$ cat src/hdl/dl11_pkg.sv
/*
 * Shared definitions for the DL11 console line.
 * Everything runs on one clock; the baud rate comes from clock-enable divisors.
 */
package dl11_pkg;

   typedef logic [12:0] iopage_addr_t;
   typedef logic [15:0] word_t;
   typedef logic [7:0]  byte_t;
   typedef logic [7:0]  vector_t;

   // I/O-page word addresses of the four registers
   localparam iopage_addr_t TTI_CSR_ADDR = 13'o17560;
   localparam iopage_addr_t TTI_BUF_ADDR = 13'o17562;
   localparam iopage_addr_t TTO_CSR_ADDR = 13'o17564;
   localparam iopage_addr_t TTO_BUF_ADDR = 13'o17566;

   localparam vector_t RX_VECTOR = 8'o060;
   localparam vector_t TX_VECTOR = 8'o064;

   localparam int CSR_READY_BIT = 7;
   localparam int CSR_IE_BIT    = 6;

   // clocks per oversample tick, oversample ticks per bit
   localparam int BAUD_DIV   = 4;
   localparam int OVERSAMPLE = 16;

   localparam int DIV_CNT_W = $clog2(BAUD_DIV);
   localparam int OS_CNT_W  = $clog2(OVERSAMPLE);
   localparam logic [DIV_CNT_W-1:0] DIV_LAST = DIV_CNT_W'(BAUD_DIV - 1);
   localparam logic [OS_CNT_W-1:0]  OS_LAST  = OS_CNT_W'(OVERSAMPLE - 1);
   localparam logic [OS_CNT_W-1:0]  OS_HALF  = OS_CNT_W'(OVERSAMPLE / 2 - 1);

   typedef enum logic [1:0] {TTO_IDLE, TTO_LOAD, TTO_ACK_DROP, TTO_WAIT_EMPTY} tto_state_t;
   typedef enum logic [1:0] {TTI_IDLE, TTI_UNLOAD, TTI_ACK_DROP, TTI_FULL} tti_state_t;
   typedef enum logic [1:0] {TX_IDLE, TX_START, TX_DATA, TX_STOP} tx_state_t;
   typedef enum logic [1:0] {RX_IDLE, RX_START, RX_DATA, RX_STOP} rx_state_t;

endpackage

$ cat src/hdl/uart_xfer_if.sv
/*
 * One load or unload path between the register block and a UART half.
 * Four-phase req/ack: req up, ack up, req down, ack down.
 */
`timescale 1ns/1ps

interface uart_xfer_if
   import dl11_pkg::*;
();

   logic  req;
   logic  ack;
   logic  empty;
   byte_t data;

   // host pushes a character into the transmitter
   modport load_host (
      output req,
      output data,
      input  ack,
      input  empty
   );

   modport load_uart (
      input  req,
      input  data,
      output ack,
      output empty
   );

   // host pulls a character out of the receiver
   modport unload_host (
      output req,
      input  ack,
      input  data,
      input  empty
   );

   modport unload_uart (
      input  req,
      output ack,
      output data,
      output empty
   );

endinterface

$ cat src/hdl/baud_gen.sv
/*
 * Baud tick generator. Both outputs are single-cycle clock enables.
 * One bit time is BAUD_DIV * OVERSAMPLE clocks.
 */
`timescale 1ns/1ps

module baud_gen
   import dl11_pkg::*;
(
   input  logic clk,
   input  logic reset,
   output logic os_tick,
   output logic bit_tick
);

   logic [DIV_CNT_W-1:0] div_cnt;
   logic [OS_CNT_W-1:0]  os_cnt;

   assign os_tick  = (div_cnt == DIV_LAST);
   assign bit_tick = os_tick && (os_cnt == OS_LAST);

   always_ff @(posedge clk)
   begin
      if (reset)
      begin
         div_cnt <= '0;
         os_cnt  <= '0;
      end
      else
      begin
         div_cnt <= os_tick ? '0 : div_cnt + 1'b1;
         // oversample count advances once per os_tick
         if (bit_tick)
            os_cnt <= '0;
         else if (os_tick)
            os_cnt <= os_cnt + 1'b1;
      end
   end

endmodule

$ cat src/hdl/uart_tx.sv
/*
 * 8N1 transmitter, LSB first, one bit per bit_tick.
 * A character is accepted only while empty; empty returns after the stop bit.
 */
`timescale 1ns/1ps

module uart_tx
   import dl11_pkg::*;
(
   input  logic             clk,
   input  logic             reset,
   input  logic             bit_tick,
   uart_xfer_if.load_uart   link,
   output logic             tx_out
);

   tx_state_t  state;
   byte_t      shift;
   logic [2:0] bit_cnt;
   logic       load;

   assign load = link.req && link.empty && !link.ack;

   // character register, shifted out as bits go on the line
   always_ff @(posedge clk)
   begin
      if (load)
         shift <= link.data;
      else if (bit_tick && (state == TX_START || state == TX_DATA))
         shift <= shift >> 1;
   end

   always_ff @(posedge clk)
   begin
      if (reset)
      begin
         state      <= TX_IDLE;
         tx_out     <= 1'b1;
         bit_cnt    <= '0;
         link.ack   <= 1'b0;
         link.empty <= 1'b1;
      end
      else
      begin
         if (load)
         begin
            link.ack   <= 1'b1;
            link.empty <= 1'b0;
         end
         else if (!link.req)
            link.ack <= 1'b0;

         if (bit_tick)
         begin
            unique case (state)
               TX_IDLE:
                  if (!link.empty)
                  begin
                     state  <= TX_START;
                     tx_out <= 1'b0;
                  end
               TX_START:
               begin
                  state   <= TX_DATA;
                  tx_out  <= shift[0];
                  bit_cnt <= '0;
               end
               TX_DATA:
                  if (bit_cnt == 3'd7)
                  begin
                     state  <= TX_STOP;
                     tx_out <= 1'b1;
                  end
                  else
                  begin
                     tx_out  <= shift[0];
                     bit_cnt <= bit_cnt + 1'b1;
                  end
               TX_STOP:
               begin
                  state      <= TX_IDLE;
                  link.empty <= 1'b1;
               end
            endcase
         end
      end
   end

endmodule

$ cat src/hdl/uart_rx.sv
/*
 * 8N1 receiver with 16x oversampling. A frame with a low stop bit is dropped.
 * No overrun flag: a new character overwrites one that was not unloaded.
 */
`timescale 1ns/1ps

module uart_rx
   import dl11_pkg::*;
(
   input  logic              clk,
   input  logic              reset,
   input  logic              os_tick,
   input  logic              rx_in,
   uart_xfer_if.unload_uart  link
);

   rx_state_t           state;
   logic                rx_meta;
   logic                rx_sync;
   logic                rx_prev;
   logic [OS_CNT_W-1:0] os_cnt;
   logic [2:0]          bit_cnt;
   logic                mid_bit;
   logic                frame_ok;
   byte_t               shift;
   byte_t               hold;

   assign mid_bit  = os_tick && (os_cnt == OS_LAST);
   assign frame_ok = (state == RX_STOP) && mid_bit && rx_sync;
   assign link.data = hold;

   // two-flop synchronizer plus one stage for edge detect
   always_ff @(posedge clk)
   begin
      if (reset)
      begin
         rx_meta <= 1'b1;
         rx_sync <= 1'b1;
         rx_prev <= 1'b1;
      end
      else
      begin
         rx_meta <= rx_in;
         rx_sync <= rx_meta;
         rx_prev <= rx_sync;
      end
   end

   always_ff @(posedge clk)
   begin
      if (reset)
      begin
         state   <= RX_IDLE;
         os_cnt  <= '0;
         bit_cnt <= '0;
      end
      else
      begin
         unique case (state)
            RX_IDLE:
               if (rx_prev && !rx_sync)
               begin
                  state  <= RX_START;
                  os_cnt <= '0;
               end
            RX_START:
               if (os_tick)
               begin
                  os_cnt <= os_cnt + 1'b1;
                  // half a bit later the line must still be low
                  if (os_cnt == OS_HALF)
                  begin
                     os_cnt  <= '0;
                     bit_cnt <= '0;
                     state   <= rx_sync ? RX_IDLE : RX_DATA;
                  end
               end
            RX_DATA:
               if (os_tick)
               begin
                  os_cnt <= os_cnt + 1'b1;
                  if (mid_bit)
                  begin
                     bit_cnt <= bit_cnt + 1'b1;
                     if (bit_cnt == 3'd7)
                        state <= RX_STOP;
                  end
               end
            RX_STOP:
               if (os_tick)
               begin
                  os_cnt <= os_cnt + 1'b1;
                  if (mid_bit)
                     state <= RX_IDLE;
               end
         endcase
      end
   end

   always_ff @(posedge clk)
   begin
      if (state == RX_DATA && mid_bit)
         shift <= {rx_sync, shift[7:1]};
      if (frame_ok)
         hold <= shift;
   end

   always_ff @(posedge clk)
   begin
      if (reset)
      begin
         link.ack   <= 1'b0;
         link.empty <= 1'b1;
      end
      else
      begin
         if (link.req && !link.ack)
         begin
            link.ack   <= 1'b1;
            link.empty <= 1'b1;
         end
         else if (!link.req)
            link.ack <= 1'b0;
         // a fresh frame wins over an unload in the same cycle
         if (frame_ok)
            link.empty <= 1'b0;
      end
   end

endmodule

$ cat src/hdl/dl11_regs.sv
/*
 * DL11 register block: CSR/buffer decode, tto and tti sequencers, interrupt.
 * Reads are combinational. An odd byte write shifts the high data byte down.
 * TTO_BUF writes while not ready change the register but send nothing.
 */
`timescale 1ns/1ps

module dl11_regs
   import dl11_pkg::*;
(
   input  logic                    clk,
   input  logic                    reset,
   input  iopage_addr_t            iopage_addr,
   input  word_t                   data_in,
   input  logic                    iopage_rd,
   input  logic                    iopage_wr,
   input  logic                    iopage_byte_op,
   output word_t                   data_out,
   output logic                    decode,
   output logic                    interrupt,
   output vector_t                 vector,
   uart_xfer_if.load_host          tx_link,
   uart_xfer_if.unload_host        rx_link
);

   tto_state_t tto_state;
   tto_state_t tto_next;
   tti_state_t tti_state;
   tti_state_t tti_next;
   logic       tti_csr_sel;
   logic       tti_buf_sel;
   logic       tto_csr_sel;
   logic       tto_buf_sel;
   logic       rx_ie;
   logic       tx_ie;
   logic       tto_ready;
   logic       tti_ready;
   logic       rx_int;
   logic       tx_int;
   word_t      tti_csr;
   word_t      tto_csr;
   word_t      reg_in;
   word_t      reg_out;
   word_t      tto_data;
   byte_t      tti_data;

   // byte lanes share a word, so bit 0 is left out of the match
   assign tti_csr_sel = (iopage_addr[12:1] == TTI_CSR_ADDR[12:1]);
   assign tti_buf_sel = (iopage_addr[12:1] == TTI_BUF_ADDR[12:1]);
   assign tto_csr_sel = (iopage_addr[12:1] == TTO_CSR_ADDR[12:1]);
   assign tto_buf_sel = (iopage_addr[12:1] == TTO_BUF_ADDR[12:1]);
   assign decode = tti_csr_sel || tti_buf_sel || tto_csr_sel || tto_buf_sel;

   always_comb
   begin
      tti_csr = '0;
      tti_csr[CSR_READY_BIT] = tti_ready;
      tti_csr[CSR_IE_BIT] = rx_ie;
      tto_csr = '0;
      tto_csr[CSR_READY_BIT] = tto_ready;
      tto_csr[CSR_IE_BIT] = tx_ie;

      reg_out = '0;
      if (iopage_rd && tti_csr_sel)
         reg_out = tti_csr;
      else if (iopage_rd && tti_buf_sel)
         reg_out = {8'b0, tti_data};
      else if (iopage_rd && tto_csr_sel)
         reg_out = tto_csr;
      else if (iopage_rd && tto_buf_sel)
         reg_out = tto_data;
   end

   assign data_out = iopage_byte_op ?
                     {8'b0, iopage_addr[0] ? reg_out[15:8] : reg_out[7:0]} : reg_out;
   assign reg_in = (iopage_byte_op && iopage_addr[0]) ? {8'b0, data_in[15:8]} : data_in;

   always_ff @(posedge clk)
   begin
      if (reset)
      begin
         rx_ie <= 1'b0;
         tx_ie <= 1'b0;
      end
      else if (iopage_wr)
      begin
         if (tti_csr_sel)
            rx_ie <= reg_in[CSR_IE_BIT];
         if (tto_csr_sel)
            tx_ie <= reg_in[CSR_IE_BIT];
      end
   end

   always_ff @(posedge clk)
   begin
      if (iopage_wr && tto_buf_sel)
         tto_data <= reg_in;
      if (!rx_link.empty)
         tti_data <= rx_link.data;
   end

   // tto: push the character, then hold ready low until the frame is out
   always_comb
   begin
      tto_next = tto_state;
      unique case (tto_state)
         TTO_IDLE:       if (iopage_wr && tto_buf_sel) tto_next = TTO_LOAD;
         TTO_LOAD:       if (tx_link.ack) tto_next = TTO_ACK_DROP;
         TTO_ACK_DROP:   if (!tx_link.ack) tto_next = TTO_WAIT_EMPTY;
         TTO_WAIT_EMPTY: if (tx_link.empty) tto_next = TTO_IDLE;
      endcase
   end

   // tti: pull the character out, then stay full until software reads it
   always_comb
   begin
      tti_next = tti_state;
      unique case (tti_state)
         TTI_IDLE:     if (!rx_link.empty) tti_next = TTI_UNLOAD;
         TTI_UNLOAD:   if (rx_link.ack) tti_next = TTI_ACK_DROP;
         TTI_ACK_DROP: if (!rx_link.ack) tti_next = TTI_FULL;
         // only a read of the low byte consumes the character
         TTI_FULL:     if (iopage_rd && tti_buf_sel && !iopage_addr[0]) tti_next = TTI_IDLE;
      endcase
   end

   always_ff @(posedge clk)
   begin
      if (reset)
      begin
         tto_state <= TTO_IDLE;
         tti_state <= TTI_IDLE;
         interrupt <= 1'b0;
      end
      else
      begin
         tto_state <= tto_next;
         tti_state <= tti_next;
         interrupt <= rx_int || tx_int;
      end
   end

   assign tx_link.req  = (tto_state == TTO_LOAD);
   assign tx_link.data = tto_data[7:0];
   assign rx_link.req  = (tti_state == TTI_UNLOAD);
   assign tto_ready    = (tto_state == TTO_IDLE);
   assign tti_ready    = (tti_state == TTI_FULL);

   // receive wins when both want service
   assign rx_int = rx_ie && tti_ready;
   assign tx_int = tx_ie && tto_ready;
   assign vector = rx_int ? RX_VECTOR : tx_int ? TX_VECTOR : '0;

endmodule

$ cat src/hdl/dl11_console.sv
/*
 * DL11 console serial line for the PDP-11 I/O page, 8N1, single clock.
 * Interrupt is a level that follows its condition; there is no acknowledge.
 */
`timescale 1ns/1ps

module dl11_console
   import dl11_pkg::*;
(
   input  logic         clk,
   input  logic         reset,
   input  logic         rs232_rx,
   input  iopage_addr_t iopage_addr,
   input  word_t        data_in,
   input  logic         iopage_rd,
   input  logic         iopage_wr,
   input  logic         iopage_byte_op,
   output word_t        data_out,
   output logic         decode,
   output logic         interrupt,
   output vector_t      vector,
   output logic         rs232_tx
);

   logic os_tick;
   logic bit_tick;

   uart_xfer_if tx_link ();
   uart_xfer_if rx_link ();

   dl11_regs u_regs (
      .clk            (clk),
      .reset          (reset),
      .iopage_addr    (iopage_addr),
      .data_in        (data_in),
      .iopage_rd      (iopage_rd),
      .iopage_wr      (iopage_wr),
      .iopage_byte_op (iopage_byte_op),
      .data_out       (data_out),
      .decode         (decode),
      .interrupt      (interrupt),
      .vector         (vector),
      .tx_link        (tx_link),
      .rx_link        (rx_link)
   );

   baud_gen u_baud (
      .clk      (clk),
      .reset    (reset),
      .os_tick  (os_tick),
      .bit_tick (bit_tick)
   );

   uart_tx u_tx (
      .clk      (clk),
      .reset    (reset),
      .bit_tick (bit_tick),
      .link     (tx_link),
      .tx_out   (rs232_tx)
   );

   uart_rx u_rx (
      .clk     (clk),
      .reset   (reset),
      .os_tick (os_tick),
      .rx_in   (rs232_rx),
      .link    (rx_link)
   );

endmodule

$ cat config.mk
export PLATFORM = sky130hd
export DESIGN_NAME = dl11_console
export DESIGN_NICKNAME = d
export VERILOG_FILES = /design/src/hdl/dl11_pkg.sv /design/src/hdl/uart_xfer_if.sv /design/src/hdl/baud_gen.sv /design/src/hdl/uart_tx.sv /design/src/hdl/uart_rx.sv /design/src/hdl/dl11_regs.sv /design/src/hdl/dl11_console.sv
export SDC_FILE = /design/constraint.sdc
export NUM_CORES = 1
export LEC_CHECK = 0
export BUFFER_PORTS_ARGS = -buffer_cell sky130_fd_sc_hd__buf_4
export CORE_MARGIN = 2
export CORE_UTILIZATION = 30
export DETAILED_ROUTE_END_ITERATION = 16
export PLACE_DENSITY = 0.53
export SYNTH_ARGS = -nofsm -noshare
export SYNTH_HDL_FRONTEND = slang
export SYNTH_SLANG_ARGS = --single-unit
$ cat constraint.sdc
create_clock -name clk -period 4.4 [get_ports clk]
set_input_delay 0.22 -clock clk [delete_from_list [all_inputs] [get_ports clk]]
set_output_delay 0.22 -clock clk [all_outputs]
set_load 0.02 [all_outputs]
After elaboration in Yosys (flattened, before gate mapping):

Index checks and enable logic that the tools add are counted.

* flip-flop bits (word level): 83
* word-level logic and storage cells: 183
* output and inout port bits: 27
* input bits: 35

* multiplexer cells: 58
* reductions and logical operators: 50
* equality and inequality tests: 44
* $add $sub $neg: 5

Operator list (count)
* two-way mux 16 bit: 5
* equality test 12 bit (second input constant): 4
* two-way mux 8 bit: 5
* two-way mux 2 bit: 19
* case mux 2 bit (4 select lines): 4
* inequality test 2 bit (second input constant): 15
* logical AND 1 bit: 19
* equality test 2 bit (second input constant): 9
* two-way mux 4 bit: 4
* two-way mux 3 bit: 5
* inequality test 2 x 1 -> 1 bit (second input constant): 7
* case mux 3 bit (2 select lines): 2
* case mux 4 bit (3 select lines): 1
* AND reduction 3 bit: 4
* two-way mux 1 bit: 11
* adder 4 x 1 -> 4 bit (second input constant): 2
* equality test 2 x 1 -> 1 bit (second input constant): 4
* equality test 4 bit (second input constant): 2
* logical NOT 2 bit: 4
* AND reduction 4 bit: 2
* AND reduction 8 bit: 1
* nonzero test 2 bit: 4
* adder 3 x 1 -> 3 bit (second input constant): 2
* equality test 3 bit (second input constant): 2
* other kinds (10): 20

Longest topological paths before layout:

* depth after elaboration: 8
* mapped depth: 6
* depth with buffers taken out: 6

Hierarchy:

A second synthesis with hierarchy kept.

* cell total of the unflattened synthesis: 346
* area total of the unflattened synthesis: 4155.2 sq um

Modules (own cells, without submodules)
* dl11_regs: cells each 163, instances 1, sequential area each 860.8 sq um, area an instance 1896.8 sq um
* uart_rx: cells each 92, instances 1, sequential area each 760.7 sq um, area an instance 1201.2 sq um
* uart_tx: cells each 68, instances 1, sequential area each 400.4 sq um, area an instance 807.0 sq um
* baud_gen: cells each 23, instances 1, sequential area each 120.1 sq um, area an instance 250.2 sq um

Worst setup path before layout:

Ideal clock, no wire load.

* kind: register to register
* start point: register u_rx.os_cnt[0]
* end point: register u_rx.shift[0], enable pin
* required time: 4027 ps
* path slack: 2564 ps
* buffers on the path: 1
* data arrival time: 1463 ps
* library setup time: 373 ps
* clock period less this slack: 1836 ps
* stages on the path, launching flop included: 6
* path through: dfxtp_1 > ha_1 > and3_4 > and3_1 > buf_6 > nor2b_1

* longest elaborated chain between the ends: 3

Ends and longest elaborated chain
* start: declaration: RTL line uart_rx.sv:21 `logic [OS_CNT_W-1:0] os_cnt;`
* start signal: assignment: RTL line uart_rx.sv:69 `os_cnt <= os_cnt + 1'b1;`
* start signal: assignment: RTL line uart_rx.sv:81 `os_cnt <= os_cnt + 1'b1;`
* start signal: assignment: RTL line uart_rx.sv:92 `os_cnt <= os_cnt + 1'b1;`
* equality test 4 bit: RTL line uart_rx.sv:28 `assign mid_bit = os_tick && (os_cnt == OS_LAST);`
* logical AND 1 bit: RTL line uart_rx.sv:28
* logical AND 1 bit: RTL line uart_rx.sv:102 `if (state == RX_DATA && mid_bit)`
* end signal: assignment: RTL line uart_rx.sv:103 `shift <= {rx_sync, shift[7:1]};`
* end: declaration: RTL line uart_rx.sv:25 `byte_t shift;`

Every way passes these cells.
A chain may end at the register's enable or synchronous reset.

Worst setup path in the final report:

* start point: register u_baud.div_cnt[0]
* end point: register u_rx.shift[5], enable pin

* longest elaborated chain between the ends: 3

Ends and longest elaborated chain
* start: declaration: RTL line baud_gen.sv:16 `logic [DIV_CNT_W-1:0] div_cnt;`
* start signal: assignment: RTL line baud_gen.sv:31 `div_cnt <= os_tick ? '0 : div_cnt + 1'b1;`
* equality test 2 bit: RTL line baud_gen.sv:19 `assign os_tick = (div_cnt == DIV_LAST);`
* logical AND 1 bit: RTL line uart_rx.sv:28
* logical AND 1 bit: RTL line uart_rx.sv:102

Every way passes these cells.

==> results_dict.tcl <==
set metrics [dict create \
    rr_startpoint "u_baud.div_cnt[0]" \
    period_share 0.510 \
    grt_pass1_wl_um 13400 \
    vias 2626 \
    clock_skew_ns 0.00552 \
    htree_levels 3 \
    yosysTopAreaCellShare 0.363 \
    syn_inst 329 \
    ys_seq_elements 83 \
    antenna_cells 0 \
    whs_endpoint "u_rx.rx_meta" \
    cap_violations 0 \
    pin_count 62 \
    placeableCoreArea_um2 13100 \
    final_cells 563 \
    fmax_mhz 446 \
    cp_slowest_cell "nor2b_1" \
    antenna_found_initial 0 \
    tns_ns 0 \
    yosys.area.top_type "edfxtp_1" \
    die_y_um 119 \
    synth-edff-count 48 \
    drive_gt1_frac 0.258 \
    synth_ff_type "edfxtp_1" \
    cts_tree "yes" \
    rsz0062_at_grt "no" \
    grt_pass1_vias 2716 \
    tightest_slew_ns 0.905 \
    hold_path_startpoint "rs232_rx" \
    wl_per_cell_um 14.1 \
    die_area_um2 14200 \
    final_nets 438 \
    whs_path_depth 2 \
    met1_length_um 3480 \
    hold_class "in -> reg" \
    via_per_inst 4.66 \
    cts_resized 0 \
    crit_type "reg -> reg" \
    crit_chain "ha_1 > and3_4 > and3_1 > nor2b_1" \
    cts-hold-fix-buffers 0 \
    cts_setup_buffers 0 \
    place_congestion 0.751 \
    worstPathRequired_ns 4.38 \
    num_rows 42 \
    path_clk_slew_ns 0.07 \
    synth_most_common_cell "edfxtp_1" \
    peakVddDrop_uv 232 \
    wl_met2_um 4050 \
    rrSetupSlack_ns 2.16 \
    critPathTopFamily "simple AND/OR/NAND/NOR gates" \
    slew_violations 0 \
    max_slew_margin 0.395 \
    r2r_cells 4 \
    max_stage_delay_ns 0.55 \
    cts_buffers 9 \
    setup-violations-final 0 \
    clockBufferDepth 2 \
    reg2reg_to "u_rx.shift[5]" \
    grtUsageTotal 0.121 \
    grt_max_degree 29 \
    period_needed_ns 2.24 \
    worst_skew_pair.late_latency_ns 0.34 \
    worstSetupEndpointType "flip-flop" \
    met3_length_um 325 \
    finalHoldViolCount 0 \
    ys_seq_area_frac 0.539 \
    cp-startpoint "u_baud.div_cnt[0]" \
    syn-cell-area_um2 3980 \
    synthDistinctLibCells 62 \
    status "finished clean" \
    route.detailed.drc 0 \
    ys_async_sr_fraction 0 \
    area_growth_pct 21.1 \
    dp_hpwl_um 5960 \
    avgSynthCellArea_um2 12.1 \
    worstPathArrival_ns 2.22 \
    crit_path_max_fanout 12 \
    p_leak_nw 1.92 \
    yosys_warnings 0 \
    power_density_nw_per_um2 345 \
    highest_layer "met4" \
    drt_wl_total_um 7940 \
    netlist_top_cells_count "edfxtp_1 (48), dfxtp_1 (35), nand2_1 (22), ha_1 (21), and2_1 (20)" \
    drt_iter0_drc 101 \
    root_buffer "clkbuf_16" \
    start_util 0.304 \
    post-place-cells 547 \
    cp-start-kind "flip-flop" \
    fill_cells 1311 \
    worst-path-buf-inv 0 \
    ant_nets 0 \
    yosys-top-cells-area "edfxtp_1 (36%), dfxtp_1 (18%), ha_1 (6.6%)" \
    io_buffer_count 56 \
    cts_sinks 83 \
    overflow 0 \
    first_pass_iters 4 \
    dieWidth_um 119 \
]
how the worst max path moves through the flow:
stage                               end  depth (start not counted)
after floorplan           u_rx.shift[0]                          5
after global placement    u_rx.shift[0]                          4
after detailed placement  u_rx.shift[2]                          4
after CTS                 u_rx.shift[1]                          4
after global routing      u_rx.shift[5]                          4
final                     u_rx.shift[5]                          4
sequential cells by signal, summed over array words and instances, names as in the netlist, 2 cells and up, named ones only:
| name | cells |
|---|---|
| u_regs.tto_data | 16 |
| u_regs.tti_data | 8 |
| u_rx.link.data | 8 |
| u_rx.shift | 8 |
| u_tx.shift | 8 |
| u_baud.os_cnt | 4 |
| u_rx.os_cnt | 4 |
| u_rx.bit_cnt | 3 |
| u_tx.bit_cnt | 3 |
| u_baud.div_cnt | 2 |
| u_regs.tti_state | 2 |
| u_regs.tto_state | 2 |
| u_tx.state | 2 |
report_power, final:
part	total, mW	switching, mW	internal, mW
Combinational	0.0891	0.0400	0.0490
Sequential	0.835	0.00998	0.825
Clock	0.737	0.337	0.401
per-stage QoR:
step	power [mW]	util	instance area (µm²)	hold slack, ns	setup slack, ns
6_report	1.66	0.368	4810	0.0659	2.16
5_1_grt	1.73	0.368	4810	0.0583	1.99
4_1_cts	1.68	0.368	4810	0.0524	2.14
3_5_place_dp	0.943	0.345	4520	0.404	2.12
3_3_place_gp	0.941	0.345	4520	0.403	2.19
2_1_floorplan	0.909	-	3990	0.324	2.56
layer usage:
metal  up-vias  global-route usage
li1       1306                   -
met1      1264               0.146
met2        50               0.206
met3         6              0.0326
met4         0              0.0454
met5         -                   0
cell type report:
cell class                      count  area (µm²)  area share
Clock inverter                      7        66.3      0.0138
Sequential cell                    83        2140       0.445
Tap cell                          176         220      0.0458
Inverter                           12        45.0     0.00936
Timing Repair Buffer               56         420      0.0874
Clock buffer                        9         225      0.0468
Multi-Input combinational cell    220        1690       0.352
cell families after synthesis:
logic type / Yosys count / share of synthesized area
and+or+nand+nor: 105 / 0.151
DFF: 83 / 0.539
AOI/OAI and AO/OA: 52 / 0.0976
muxes: 32 / 0.0951
buffers and inverters: 30 / 0.0390
adders and majority gates: 21 / 0.0661
xor gates and xnor gates: 5 / 0.0110
other: 1 / 0.000943
placed cells by master, fill, tap and decap left out, types with 4 or more instances in the layout:
cell	instances
buf_4	56
dfxtp_1	35
o2bb2ai_1	6
nand4_1	4
nand3_1	5
inv_1	12
clkbuf_16	9
o21ai_0	7
edfxtp_1	48
a21oi_1	8
inv_6	5
mux2i_1	13
or2_2	4
o21a_1	5
nor3_1	6
mux2_2	15
ha_1	21
xor2_1	4
and3_1	6
and2_1	20
nand2_1	22
conb_1	5
nor2b_1	5
nor2_1	14
No activity file was read; power rests on OpenSTA's default activity.
